===== src/hw/rv32i_isa_pkg.sv =====
package rv32i_isa_pkg;

	// data and instruction words
	typedef logic [31:0] word_t;
	typedef logic [31:0] instr_t;

	// architectural register number
	typedef logic [4:0] reg_idx_t;

	localparam int NUM_REGS = 32;

	// major opcodes the core understands
	typedef enum logic [6:0] {
		OPC_OP     = 7'b0110011,
		OPC_OP_IMM = 7'b0010011,
		OPC_LUI    = 7'b0110111
	} opcode_t;

	// funct3 values shared by OP and OP_IMM
	localparam logic [2:0] F3_ADD_SUB = 3'b000;
	localparam logic [2:0] F3_SLL     = 3'b001;
	localparam logic [2:0] F3_SLT     = 3'b010;
	localparam logic [2:0] F3_SLTU    = 3'b011;
	localparam logic [2:0] F3_XOR     = 3'b100;
	localparam logic [2:0] F3_SRL_SRA = 3'b101;
	localparam logic [2:0] F3_OR      = 3'b110;
	localparam logic [2:0] F3_AND     = 3'b111;

	// operations of the single alu
	// PASS_B forwards operand b, used by LUI
	typedef enum logic [3:0] {
		ALU_ADD,
		ALU_SUB,
		ALU_SLL,
		ALU_SLT,
		ALU_SLTU,
		ALU_XOR,
		ALU_SRL,
		ALU_SRA,
		ALU_OR,
		ALU_AND,
		ALU_PASS_B
	} alu_op_t;

endpackage


===== src/hw/ooo_ctrl_pkg.sv =====
package ooo_ctrl_pkg;

	// reorder buffer depth, must be a power of two so pointers wrap freely
	localparam int ROB_SIZE = 8;

	// tag names one rob entry
	typedef logic [$clog2(ROB_SIZE)-1:0] rob_tag_t;

	// occupancy needs one extra bit to tell full from empty
	typedef logic [$clog2(ROB_SIZE):0] rob_cnt_t;

	// reservation station slots in front of the alu
	localparam int RS_SIZE = 4;

	// slot life cycle
	// FREE     nothing held
	// WAITING  at least one operand still tagged
	// READY    both operands present, can issue
	typedef enum logic [1:0] {
		RS_FREE,
		RS_WAITING,
		RS_READY
	} rs_state_t;

endpackage


===== src/hw/instr_decode.sv =====
`timescale 1ns/1ns

module instr_decode import rv32i_isa_pkg::*; (
	input  logic     clk,
	input  logic     rst,
	input  logic     instr_valid,
	input  instr_t   instr,
	input  logic     rob_full,
	input  logic     rs_full,
	output logic     instr_ready,
	output logic     disp_valid,
	output reg_idx_t rs1,
	output reg_idx_t rs2,
	output reg_idx_t rd,
	output alu_op_t  alu_op,
	output word_t    imm,
	output logic     use_imm,
	output logic     writes_rd
);

	opcode_t    opcode;
	logic [2:0] funct3;
	logic [6:0] funct7;

	// raw field slices
	assign opcode = opcode_t'(instr[6:0]);
	assign funct3 = instr[14:12];
	assign funct7 = instr[31:25]; 
	assign rd     = instr[11:7];
	assign rs2    = instr[24:20];

	// one instruction per cycle, stall on either structure full
	assign instr_ready = !rob_full && !rs_full;
	assign disp_valid  = instr_valid && instr_ready;

	always_comb begin
		// defaults describe a register-register op
		rs1       = instr[19:15];
		imm       = {{20{instr[31]}}, instr[31:20]};
		use_imm   = 1'b0;
		writes_rd = (rd != 5'd0);
		alu_op    = ALU_ADD;
		case (opcode)
			OPC_OP, OPC_OP_IMM: begin
				use_imm = (opcode == OPC_OP_IMM);
				case (funct3)
					// SUB only exists in the register form
					F3_ADD_SUB: alu_op = (funct7[5] && !use_imm) ? ALU_SUB : ALU_ADD;
					F3_SLL:     alu_op = ALU_SLL;
					F3_SLT:     alu_op = ALU_SLT;
					F3_SLTU:    alu_op = ALU_SLTU;
					F3_XOR:     alu_op = ALU_XOR;
					// bit 30 picks arithmetic shift in both forms
					F3_SRL_SRA: alu_op = funct7[5] ? ALU_SRA : ALU_SRL;
					F3_OR:      alu_op = ALU_OR;
					default:    alu_op = ALU_AND;
				endcase
			end
			OPC_LUI: begin
				// u-type immediate, rs1 forced to x0 so no dependency appears
				rs1     = 5'd0;
				imm     = {instr[31:12], 12'd0};
				use_imm = 1'b1;
				alu_op  = ALU_PASS_B;
			end
			default: begin
				writes_rd = 1'b0;
			end
		endcase
	end

	// a stalled word stays on the bus unchanged until decode takes it
	a_instr_held: assert property (@(posedge clk) disable iff (rst)
		instr_valid && !instr_ready |=> instr_valid && $stable(instr));

endmodule


===== src/hw/regfile.sv =====
`timescale 1ns/1ns

module regfile import rv32i_isa_pkg::*, ooo_ctrl_pkg::*; (
	input  logic                clk,
	input  logic                rst,
	input  reg_idx_t            rs1,
	input  reg_idx_t            rs2,
	input  reg_idx_t            rd,
	input  logic                disp_valid,
	input  logic                writes_rd,
	input  rob_tag_t            rd_tag,
	input  logic [ROB_SIZE-1:0] rob_rdy,
	input  word_t               rob_data [ROB_SIZE],
	input  logic                commit_valid,
	input  logic                commit_ready,
	input  reg_idx_t            commit_rd,
	input  rob_tag_t            commit_tag,
	input  word_t               commit_data,
	output logic                op1_busy,
	output word_t               op1,
	output logic                op2_busy,
	output word_t               op2
);

	// per register state
	word_t    regs [NUM_REGS];
	logic     busy [NUM_REGS];
	rob_tag_t tags [NUM_REGS];

	logic commit_fire;

	assign commit_fire = commit_valid && commit_ready;

	// still waiting only when the producer has not written the rob yet
	function automatic logic src_busy(reg_idx_t r);
		return busy[r] && !rob_rdy[tags[r]];
	endfunction

	// value from the rob when the producer is done but not retired,
	// the producer tag when it is still running, else the register
	function automatic word_t src_val(reg_idx_t r);
		word_t v;
		if (busy[r] && rob_rdy[tags[r]]) begin
			v = rob_data[tags[r]];
		end else if (busy[r]) begin
			v = word_t'(tags[r]);
		end else begin
			v = regs[r];
		end
		return v;
	endfunction

	always_comb begin
		op1_busy = src_busy(rs1);
		op1      = src_val(rs1);
		op2_busy = src_busy(rs2);
		op2      = src_val(rs2);
	end

	always_ff @(posedge clk) begin
		if (rst) begin
			for (int i = 0; i < NUM_REGS; i++) begin
				regs[i] <= '0;
				busy[i] <= 1'b0;
				tags[i] <= '0;
			end
		end else begin
			// retire in program order, x0 stays zero
			if (commit_fire && commit_rd != 5'd0) begin
				regs[commit_rd] <= commit_data;
				// a younger writer keeps the register if it renamed it meanwhile
				if (tags[commit_rd] == commit_tag) begin
					busy[commit_rd] <= 1'b0;
				end
			end
			// rename comes after commit so a same-edge dispatch wins ownership
			if (disp_valid && writes_rd) begin
				busy[rd] <= 1'b1;
				tags[rd] <= rd_tag;
			end
		end
	end

	// x0 must never be renamed, decode and rob both map non-writers to it
	a_x0_never_busy: assert property (@(posedge clk) disable iff (rst)
		!busy[0]);

endmodule


===== src/hw/alu_execute.sv =====
`timescale 1ns/1ns

module alu_execute import rv32i_isa_pkg::*, ooo_ctrl_pkg::*; (
	input  logic     clk,
	input  logic     rst,
	input  logic     disp_valid,
	input  alu_op_t  alu_op,
	input  word_t    imm,
	input  logic     use_imm,
	input  logic     op1_busy,
	input  word_t    op1,
	input  logic     op2_busy,
	input  word_t    op2,
	input  rob_tag_t disp_tag,
	output logic     rs_full,
	output logic     res_valid,
	output rob_tag_t res_tag,
	output word_t    res_data
);

	// slot contents
	rs_state_t                  slot_state [RS_SIZE];
	alu_op_t                    slot_op    [RS_SIZE];
	rob_tag_t                   slot_tag   [RS_SIZE];
	// age counts how many occupied slots are younger, largest is oldest
	logic [$clog2(RS_SIZE)-1:0] slot_age   [RS_SIZE];
	word_t                      val1       [RS_SIZE];
	word_t                      val2       [RS_SIZE];
	logic                       rdy1       [RS_SIZE];
	logic                       rdy2       [RS_SIZE];
	rob_tag_t                   src1       [RS_SIZE];
	rob_tag_t                   src2       [RS_SIZE];

	logic                       hit1 [RS_SIZE];
	logic                       hit2 [RS_SIZE];
	logic                       alloc_hit;
	logic [$clog2(RS_SIZE)-1:0] alloc_idx;
	logic                       iss_hit;
	logic [$clog2(RS_SIZE)-1:0] iss_idx;
	logic                       cap1;
	logic                       cap2;

	function automatic word_t alu_calc(alu_op_t op, word_t a, word_t b);
		word_t r;
		case (op)
			ALU_ADD:  r = a + b;
			ALU_SUB:  r = a - b;
			ALU_SLL:  r = a << b[4:0];
			ALU_SLT:  r = {31'd0, $signed(a) < $signed(b)};
			ALU_SLTU: r = {31'd0, a < b};
			ALU_XOR:  r = a ^ b;
			ALU_SRL:  r = a >> b[4:0];
			ALU_SRA:  r = word_t'($signed(a) >>> b[4:0]);
			ALU_OR:   r = a | b;
			ALU_AND:  r = a & b;
			default:  r = b;
		endcase
		return r;
	endfunction

	always_comb begin
		alloc_hit = 1'b0;
		alloc_idx = '0;
		iss_hit   = 1'b0;
		iss_idx   = '0;
		for (int i = 0; i < RS_SIZE; i++) begin
			// snoop own result bus for tagged operands
			hit1[i] = res_valid && !rdy1[i] && res_tag == src1[i];
			hit2[i] = res_valid && !rdy2[i] && res_tag == src2[i];
			// first free slot takes the next dispatch
			if (slot_state[i] == RS_FREE && !alloc_hit) begin
				alloc_hit = 1'b1;
				alloc_idx = i[$clog2(RS_SIZE)-1:0];
			end
			// oldest ready slot goes to the alu
			if (slot_state[i] == RS_READY && (!iss_hit || slot_age[i] > slot_age[iss_idx])) begin
				iss_hit = 1'b1;
				iss_idx = i[$clog2(RS_SIZE)-1:0];
			end
		end
		rs_full = !alloc_hit;
		// operand arriving on the result bus in the dispatch cycle counts as present
		cap1 = !op1_busy || (res_valid && res_tag == rob_tag_t'(op1));
		cap2 = use_imm || !op2_busy || (res_valid && res_tag == rob_tag_t'(op2));
	end

	// control state
	always_ff @(posedge clk) begin
		if (rst) begin
			res_valid <= 1'b0;
			for (int i = 0; i < RS_SIZE; i++) begin
				slot_state[i] <= RS_FREE;
				slot_age[i]   <= '0;
				rdy1[i]       <= 1'b0;
				rdy2[i]       <= 1'b0;
			end
		end else begin
			res_valid <= iss_hit;
			for (int i = 0; i < RS_SIZE; i++) begin
				if (disp_valid && alloc_idx == i) begin
					slot_state[i] <= (cap1 && cap2) ? RS_READY : RS_WAITING;
					slot_age[i]   <= '0;
					rdy1[i]       <= cap1;
					rdy2[i]       <= cap2;
				end else if (slot_state[i] != RS_FREE) begin
					// one younger on dispatch, one older gone on issue
					slot_age[i] <= slot_age[i] + (disp_valid ? 1'b1 : 1'b0)
						- ((iss_hit && slot_age[i] > slot_age[iss_idx]) ? 1'b1 : 1'b0);
					if (hit1[i]) rdy1[i] <= 1'b1;
					if (hit2[i]) rdy2[i] <= 1'b1;
					if (iss_hit && iss_idx == i) begin
						slot_state[i] <= RS_FREE;
					end else if (slot_state[i] == RS_WAITING &&
						(rdy1[i] || hit1[i]) && (rdy2[i] || hit2[i])) begin
						slot_state[i] <= RS_READY;
					end
				end
			end
		end
	end

	// payload, no reset needed
	always_ff @(posedge clk) begin
		res_tag  <= slot_tag[iss_idx];
		res_data <= alu_calc(slot_op[iss_idx], val1[iss_idx], val2[iss_idx]);
		for (int i = 0; i < RS_SIZE; i++) begin
			if (disp_valid && alloc_idx == i) begin
				slot_op[i]  <= alu_op;
				slot_tag[i] <= disp_tag;
				val1[i]     <= op1_busy ? res_data : op1;
				src1[i]     <= rob_tag_t'(op1);
				val2[i]     <= use_imm ? imm : (op2_busy ? res_data : op2);
				src2[i]     <= rob_tag_t'(op2);
			end else begin
				if (hit1[i]) val1[i] <= res_data;
				if (hit2[i]) val2[i] <= res_data;
			end
		end
	end

	// decode gates dispatch, this side must never see a capture with no room
	a_no_capture_when_full: assert property (@(posedge clk) disable iff (rst)
		disp_valid |-> !rs_full);

endmodule


===== src/hw/reorder_buffer.sv =====
`timescale 1ns/1ns

module reorder_buffer import rv32i_isa_pkg::*, ooo_ctrl_pkg::*; (
	input  logic                clk,
	input  logic                rst,
	input  logic                disp_valid,
	input  reg_idx_t            disp_rd,
	input  logic                disp_writes_rd,
	input  logic                res_valid,
	input  rob_tag_t            res_tag,
	input  word_t               res_data,
	input  logic                commit_ready,
	output rob_tag_t            rob_alloc_tag,
	output logic                rob_full,
	output logic [ROB_SIZE-1:0] rob_rdy,
	output word_t               rob_data [ROB_SIZE],
	output logic                commit_valid,
	output reg_idx_t            commit_rd,
	output rob_tag_t            commit_tag,
	output word_t               commit_data
);

	rob_tag_t            head;
	rob_tag_t            tail;
	rob_cnt_t            count;
	// entry holds an instruction between dispatch and commit
	logic [ROB_SIZE-1:0] used;
	// result written
	logic [ROB_SIZE-1:0] done;
	word_t               data_q [ROB_SIZE];
	reg_idx_t            rd_q   [ROB_SIZE];

	logic commit_fire;

	// new entries go at the tail, tag is the slot index
	assign rob_alloc_tag = tail;
	assign rob_full      = (count == rob_cnt_t'(ROB_SIZE));

	// state seen by the register file for forwarding
	assign rob_rdy  = done;
	assign rob_data = data_q;

	// head retires once its result is in
	assign commit_valid = (count != '0) && done[head];
	assign commit_rd    = rd_q[head];
	assign commit_tag   = head;
	assign commit_data  = data_q[head];
	assign commit_fire  = commit_valid && commit_ready;

	always_ff @(posedge clk) begin
		if (rst) begin
			head  <= '0;
			tail  <= '0;
			count <= '0;
			used  <= '0;
			done  <= '0;
		end else begin
			if (disp_valid) begin
				used[tail] <= 1'b1;
				done[tail] <= 1'b0;
				tail       <= tail + 1'b1;
			end
			if (res_valid) begin
				done[res_tag] <= 1'b1;
			end
			if (commit_fire) begin
				used[head] <= 1'b0;
				done[head] <= 1'b0;
				head       <= head + 1'b1;
			end
			// net occupancy change
			count <= count + (disp_valid ? 1'b1 : 1'b0) - (commit_fire ? 1'b1 : 1'b0);
		end
	end

	// entry payload
	always_ff @(posedge clk) begin
		if (disp_valid) begin
			// non-writers retire against x0 so nothing is updated
			rd_q[tail] <= disp_writes_rd ? disp_rd : 5'd0;
		end
		if (res_valid) begin
			data_q[res_tag] <= res_data;
		end
	end

	// a result must belong to an instruction still in flight
	a_res_to_live_entry: assert property (@(posedge clk) disable iff (rst)
		res_valid |-> used[res_tag] && !done[res_tag]);

	// held commit keeps its payload
	a_commit_stable: assert property (@(posedge clk) disable iff (rst)
		commit_valid && !commit_ready |=> commit_valid && $stable(commit_rd)
			&& $stable(commit_data));

endmodule


===== src/hw/ooo_core_top.sv =====
`timescale 1ns/1ns

module ooo_core_top import rv32i_isa_pkg::*, ooo_ctrl_pkg::*; (
	input  logic     clk,
	input  logic     rst,
	input  logic     instr_valid,
	input  instr_t   instr,
	input  logic     commit_ready,
	output logic     instr_ready,
	output logic     commit_valid,
	output reg_idx_t commit_rd,
	output word_t    commit_data
);

	// dispatch
	logic     disp_valid;
	reg_idx_t rs1;
	reg_idx_t rs2;
	reg_idx_t rd;
	alu_op_t  alu_op;
	word_t    imm;
	logic     use_imm;
	logic     writes_rd;
	logic     rob_full;
	logic     rs_full;
	rob_tag_t rob_alloc_tag;

	// operands
	logic  op1_busy;
	word_t op1;
	logic  op2_busy;
	word_t op2;

	// result bus and rob state
	logic                res_valid;
	rob_tag_t            res_tag;
	word_t               res_data;
	logic [ROB_SIZE-1:0] rob_rdy;
	word_t               rob_data [ROB_SIZE];
	rob_tag_t            commit_tag;

	instr_decode i_instr_decode (
		.clk         (clk),
		.rst         (rst),
		.instr_valid (instr_valid),
		.instr       (instr),
		.rob_full    (rob_full),
		.rs_full     (rs_full),
		.instr_ready (instr_ready),
		.disp_valid  (disp_valid),
		.rs1         (rs1),
		.rs2         (rs2),
		.rd          (rd),
		.alu_op      (alu_op),
		.imm         (imm),
		.use_imm     (use_imm),
		.writes_rd   (writes_rd)
	);

	regfile i_regfile (
		.clk          (clk),
		.rst          (rst),
		.rs1          (rs1),
		.rs2          (rs2),
		.rd           (rd),
		.disp_valid   (disp_valid),
		.writes_rd    (writes_rd),
		.rd_tag       (rob_alloc_tag),
		.rob_rdy      (rob_rdy),
		.rob_data     (rob_data),
		.commit_valid (commit_valid),
		.commit_ready (commit_ready),
		.commit_rd    (commit_rd),
		.commit_tag   (commit_tag),
		.commit_data  (commit_data),
		.op1_busy     (op1_busy),
		.op1          (op1),
		.op2_busy     (op2_busy),
		.op2          (op2)
	);

	alu_execute i_alu_execute (
		.clk        (clk),
		.rst        (rst),
		.disp_valid (disp_valid),
		.alu_op     (alu_op),
		.imm        (imm),
		.use_imm    (use_imm),
		.op1_busy   (op1_busy),
		.op1        (op1),
		.op2_busy   (op2_busy),
		.op2        (op2),
		.disp_tag   (rob_alloc_tag),
		.rs_full    (rs_full),
		.res_valid  (res_valid),
		.res_tag    (res_tag),
		.res_data   (res_data)
	);

	reorder_buffer i_reorder_buffer (
		.clk            (clk),
		.rst            (rst),
		.disp_valid     (disp_valid),
		.disp_rd        (rd),
		.disp_writes_rd (writes_rd),
		.res_valid      (res_valid),
		.res_tag        (res_tag),
		.res_data       (res_data),
		.commit_ready   (commit_ready),
		.rob_alloc_tag  (rob_alloc_tag),
		.rob_full       (rob_full),
		.rob_rdy        (rob_rdy),
		.rob_data       (rob_data),
		.commit_valid   (commit_valid),
		.commit_rd      (commit_rd),
		.commit_tag     (commit_tag),
		.commit_data    (commit_data)
	);

endmodule


===== config.mk =====
export PLATFORM = sky130hd
export DESIGN_NAME = ooo_core_top
export DESIGN_NICKNAME = d
export VERILOG_FILES = /design/src/hw/rv32i_isa_pkg.sv /design/src/hw/ooo_ctrl_pkg.sv /design/src/hw/instr_decode.sv /design/src/hw/regfile.sv /design/src/hw/alu_execute.sv /design/src/hw/reorder_buffer.sv /design/src/hw/ooo_core_top.sv
export SDC_FILE = /design/constraint.sdc
export NUM_CORES = 2
export LEC_CHECK = 0
export ABC_CLOCK_PERIOD_IN_PS = 12300
export CORE_MARGIN = 2
export CORE_UTILIZATION = 45
export CTS_CLUSTER_SIZE = 30
export DETAILED_ROUTE_END_ITERATION = 8
export DONT_BUFFER_PORTS = 1
export GPL_TIMING_DRIVEN = 1
export HOLD_SLACK_MARGIN = 0.05
export PLACE_DENSITY_LB_ADDON = 0.05
export SYNTH_ARGS = -nofsm -noshare
export SYNTH_HDL_FRONTEND = slang
export SYNTH_SLANG_ARGS = --single-unit

===== constraint.sdc =====
create_clock -name clk -period 12.3 [get_ports clk]
set_input_delay 1.23 -clock clk [delete_from_list [all_inputs] [get_ports clk]]
set_output_delay 1.23 -clock clk [all_outputs]
set_load 0.05 [all_outputs]

# After elaboration in Yosys (flattened, before gate mapping)
# Memory sizes are Yosys's and may differ from the RTL's. A register that Yosys moved wholly into a read port is not among the register bits.
# Index checks and enable logic that the tools add are counted.
[totals]
mem_bits_rw = 1524
latch_bits = 0
wordCells = 602
romBits = 0
input_bits = 36
n_memories = 14
register_bits = 307
[mem_list]
columns = ["name", "words", "width", "read_ports", "rd_clocked_by_memory_dff", "wr", "line_no", "source"]
rows = [
  ["i_regfile.regs", 32, 32, 2, 0, 32, "regfile.sv:26", "word_t regs [NUM_REGS];"],
  ["i_alu_execute.val1", 4, 32, 1, 0, 4, "alu_execute.sv:27", "word_t val1 [RS_SIZE];"],
  ["i_alu_execute.val2", 4, 32, 1, 0, 4, "alu_execute.sv:28", "word_t val2 [RS_SIZE];"],
  ["i_regfile.tags", 32, 3, 3, 0, 32, "regfile.sv:28", "rob_tag_t tags [NUM_REGS];"],
  ["i_reorder_buffer.rd_q", 8, 5, 1, 1, 1, "reorder_buffer.sv:31", "reg_idx_t rd_q [ROB_SIZE];"],
  ["i_regfile.busy", 32, 1, 2, 0, 32, "regfile.sv:27", "logic busy [NUM_REGS];"],
  ["8 more memories", "--", "--", "--", "--", "--", "--", ""],
]
[op_classes]
n_div = 0
shift = 3
mux = 308
n_addsub = 14
reduce_logical = 127
mul = 0
n_lt_le_gt_ge = 22
eq_ne = 44
bitwise = 56
[ops]
columns = ["operator", "count"]
rows = [
  ["$mux 32", 23],
  ["$pmux 32 s10", 1],
  ["$bmux 32 s3", 3],
  ["$bwmux 256", 1],
  ["$mux 1", 206],
  ["$demux 32 s3", 1],
  ["$mux 2", 37],
  ["$lt 32x32->1", 2],
  ["$logic_and 1x1->1", 60],
  ["$or 1x1->1", 44],
  ["$mux 8", 5],
  ["$mux 3", 12],
  ["$eq 3x3->1", 11],
  ["$reduce_or 3->1", 11],
  ["$add 32x32->32", 1],
  ["$and 32x32->32", 1],
  ["$or 32x32->32", 1],
  ["$reduce_or 32->1", 1],
  ["$shl 32x5->32", 1],
  ["$shr 32x5->32", 1],
  ["$sshr 32x5->32", 1],
  ["$sub 32x32->32", 1],
  ["$xor 32x32->32", 1],
  ["$mux 31", 1],
  ["43 further kinds", 147],
]

# Logic depth before layout (Yosys ltp)
# An unclocked memory read counts as a cell.
[logic_depth]
word_depth = 26
ltp_mapped = 45
mapped_depth_nobuf = 35

# Modules after synthesis
# A second synthesis with hierarchy kept.
[hier_totals]
hier_cells = 8242
hier_area_um2 = 106235.6
[by_module_without_submodules]
columns = ["mod", "instances", "area_each_um2", "seq_area_each_um2", "cells_per_inst"]
rows = [
  ["regfile", 1, 67046.8, 34272.9, 4604],
  ["alu_execute", 1, 26365.3, 10690.3, 2984],
  ["reorder_buffer", 1, 12285.5, 9308.9, 572],
  ["instr_decode", 1, 538.0, 0.0, 82],
]

# Least setup slack after synthesis
# No wires, ideal clock.
[synth_timing]
path_type = "reg-to-reg"
start = "mem i_alu_execute.slot_age[1][1] (netlist bit)"
end = "reg i_alu_execute.res_data[30]"
setup_ns = 0.122
arrival_ns = 8.890
slack_ns = 3.288
path_stages_with_launch = 43
required_ns = 12.178
path_cell_list = "edfxtp_1 > ha_1 > nor2b_1 > o21ai_0 > a21oi_2 > a21oi_1 > ha_1 > nor2b_1 > o21a_1 > o21ai_2 > buf_4 > buf_4 > buf_2 > buf_1 > buf_1 > nand2_1 > o21ai_0 > ha_1 > (+7 left out) > inv_2 > buf_2 > buf_1 > ha_1 > inv_1 > fa_1 > nor2_1 > o311a_1 > o21bai_1 > o211ai_1 > nand3_1 > o31ai_1 > nor2_1 > o41ai_1 > a31oi_1 > xor2_1 > o22ai_1 > o32a_1"
[synth_rtl]
columns = ["element", "line_no", "source"]
rows = [
  ["start: declaration", "alu_execute.sv:26", "logic [$clog2(RS_SIZE)-1:0] slot_age [RS_SIZE];"],
  ["end signal: assignment", "alu_execute.sv:125", "res_data <= alu_calc(slot_op[iss_idx], val1[iss_idx], val2[iss_idx]);"],
  ["end: declaration", "alu_execute.sv:18", "output word_t res_data"],
]

==> metrics.md <==
| Metric | Value |
|---|---|
| Row Count | 178 |
| Leak | 42.61 nW |
| First-pass GRT wire length | a little over 600000 µm |
| I/O Pins | 75 |
| Slew Limit Fails | 80 |
| Num CTS Buffers | 211 |
| R2R Setup Slk | approximately 2.2 ns |
| Core box area | 234700 µm² |
| Tot Pwr | between 20 and 30 mW |
| Synth top area share | about half |
| Top cells by area, synth | edfxtp_1 50%, mux4_2 9.5%, nor2_1 5.7% |
| Placed Cells | approximately 13000 |
| Initial antenna violation count | 21 |
| Slowest cell on crit path | o221ai_1 |
| Yosys warns | 0 |
| Max Root-Sink Buffers | 3 |
| Post-CTS sizing | 0 |
| Slew margin rel. | -15.42% |
| Synth area leader | edfxtp_1 |
| FFs w/ async S/R, synth | 0% |
| Hpwl dp | 268400 µm |
| Max Clk Rate | 99.12 MHz |
| Drt via density | about 6.5 |
| Most numerous cell in the Yosys netlist | edfxtp_1 |
| Most used cell, CP | ha_1 |
| Total number of vias | between 80000 and 90000 |
| Critical Path Fanout Max | 18 |
| Utilization after layout | just under 50% |
| Syn_area_per_cell | between 10 and 15 µm² |
| Gpl congestion | between 0.9 and 1 |
| CTS tree | yes |
| Pin count of the biggest net entering global routing | between 300 and 400 |
| Unrepaired setup endpoints after global routing | no |
| Flops & latches, synth | between 1500 and 2000 |
| Clock transition at path regs | 0.06 ns |
| Final instance area | 116200 µm² |
| Worst vdd ir | between 0.2 and 0.25 mV |
| Hold path start | rst |
| Kind of end point of the critical path | flip-flop |
| DIE WIDTH | around 490 µm |
| Setup Viol. Count Final | 0 |
| Final cell count without fillers | approximately 13000 |
| Violated checks | slew limit |
| Tightest Pin Transition | 1.731 ns |
| Type of the worst setup path | flip-flop to flip-flop |
| Clk root buf | clkbuf_16 |
| Outcome | finished, violations left |
| Worst path max stage delay | 0.84 ns |
| Detail Route Antenna Nets | 0 |
| CP required | approximately 13 ns |
| Buf+Inv Stages, Crit Path | 3 |
| Top post-synthesis cells by count | 1748 x edfxtp_1, 1612 x nor2_1, 1308 x nand2_1 |
| Syn Inst Count | between 10000 and 15000 |
| Vias in the first global route | between 80000 and 90000 |
| Initial Util | a little under half |
| Cell depth of the worst hold path | 0 |
| Routed WL | between 400000 and 500000 µm |
| Post-CTS setup buffers | 0 |
| HP Class | input pin to flip-flop |
| Pwr/cell area | approximately 230 nW/µm² |
| Synth unique cells | 105 |
| Post-synth EDFFs | about 1700 |
| Tcrit/Tclk final | around 80% |
| Tmin final | 10.09 ns |
| Worst Reg2Reg Path Length in Cells | 31 |
| Maxcap violations | 0 |
| Register area share after synthesis | 51.22% |
| Die height | between 400 and 500 µm |
| Startpoint Class | flip-flop |
| I/O Buffers | 0 |
| Initial drt markers | approximately 10000 |
| Die area | approximately 240000 µm² |
| Aggregate negative setup slack | 0 ns |
| Average wire per standard cell | ~33 µm |
| Ys flop type | edfxtp_1 |
| Area growth syn-to-layout | 9.640% |
| Worst Clk Skew | 0.06118 ns |
| Hold-fix buffers, CTS | 0 |
| R2R Path Start | i_alu_execute.slot_age[1][1] |
| Grt total ovfl | 0 |
| Worst skew pair latency | around 0.88 ns |
| Drt pass-1 iters | 6 |
| H-tree lvl count | 4 |
| Cell Area, Placed | approximately 110000 µm² |
| Hold endpoint | i_regfile.regs[0][30] |
| Worst EP arrival | ~11 ns |
| R2r endpoint | i_alu_execute.res_data[30] |
| # DRC | 0 |
| Layout cells sized above 1 | about an eighth |
| Gr usage total | a little over a third |
| Sink Count | around 1800 |
| Cell area after synthesis | 106000 µm² |
| Final Hold Vio Count | 0 |
| Nets | around 9800 |
| Crit path max-delay family | compound AO/OA/AOI/OAI gates |
metal layers:
metal,up-vias,wire (µm),global-route usage [%],part of all wire (%)
met2,4730,198500,56.79,47
met4,20,19210,14.16,4.5
met5,-,125,0,0.029
met3,1037,41190,7.529,9.7
li1,36320,-,-,-
met1,42510,167100,46.10,39
cells by family (layout without fill, tap and decap cells):
logic type,after synthesis,count (layout),share of synthesized area [%]
and+or+nand+nor,3710,3710,14.79
AOI/OAI and AO/OA,2192,2192,13.31
DFF,1837,1837,51.22
buffers and inverters,1139,894,4.316
muxes,948,948,14.29
adders and majority gates,130,130,1.556
xor gates and xnor gates,62,62,0.5195
other,1,44,0.003539
cell usage in the layout (no fill, tap or decap), types with 158 or more instances in the layout:
master     count
inv_1        211
nand2_1     1243
a211oi_1     217
edfxtp_1    1748
nor2_1      1604
buf_4        269
nand3_1      158
a31oi_1      320
o21ai_0      283
clkbuf_16    217
mux2i_1      422
mux4_2       445
a21oi_1      678
report_power, final:
part | internal [mW] | total [mW] | switching, mW
clock network | 3.45 | 6.16 | 2.72
registers | 7.76 | 8.19 | 0.435
logic | 3.89 | 12.8 | 8.86
total | 15.1 | 27.1 | 12.0
worst max path at each step:
stage | from | end | slack, ns | cells after the start
3_5_place_dp | i_alu_execute.slot_age[1][1] | i_alu_execute.res_data[30] | 2.45 | 32
3_3_place_gp | i_alu_execute.slot_age[1][1] | i_alu_execute.res_data[30] | 2.58 | 32
6_report | i_alu_execute.slot_age[1][1] | i_alu_execute.res_data[30] | 2.21 | 31
5_1_grt | i_alu_execute.slot_age[1][1] | i_alu_execute.res_data[30] | 1.47 | 31
4_1_cts | i_alu_execute.slot_age[1][1] | i_alu_execute.res_data[30] | 2.37 | 32
2_1_floorplan | i_alu_execute.slot_age[1][1] | i_alu_execute.res_data[30] | 3.29 | 42
registers in the layout, summed over array words and instances, names as in the netlist, 4 cells and up, named ones only:
| register | count |
|---|---|
| i_alu_execute.slot_tag | 12 |
| i_alu_execute.slot_state | 8 |
| i_reorder_buffer.rob_data | 256 |
| i_alu_execute.slot_op | 16 |
| i_alu_execute.val2 | 128 |
| i_regfile.busy | 32 |
| i_reorder_buffer.rob_rdy | 8 |
| i_regfile.regs | 1024 |
| i_alu_execute.rdy1 | 4 |
| i_reorder_buffer.count | 4 |
| i_alu_execute.val1 | 128 |
| i_alu_execute.rdy2 | 4 |
| i_alu_execute.slot_age | 8 |
| i_reorder_buffer.rd_q | 40 |
| i_alu_execute.res_data | 32 |
| i_alu_execute.src1 | 12 |
| i_alu_execute.src2 | 12 |
| i_regfile.tags | 96 |
metrics by stage:
| step | worst slack, ns | hold slack [ns] |
|---|---|---|
| 2_1_floorplan | 3.288 | 0.4412 |
| 3_3_place_gp | 2.585 | 0.4713 |
| 3_5_place_dp | 2.448 | 0.4787 |
| 4_1_cts | 2.369 | 0.4160 |
| 5_1_grt | 1.467 | 0.4489 |
| 6_report | 2.211 | 0.4767 |
cell type report:
type	count	area, µm²
Inverter	221	832.0
Antenna cell	9	22.52
Multi-Input combinational cell	7077	48220
Tap cell	3150	3941
Timing Repair Buffer	280	2262
Fill cell	21320	118600
Sequential cell	1837	54280
Clock buffer	271	5653
Clock inverter	122	969.7
Note: power is estimated with default switching activity, not from simulation.
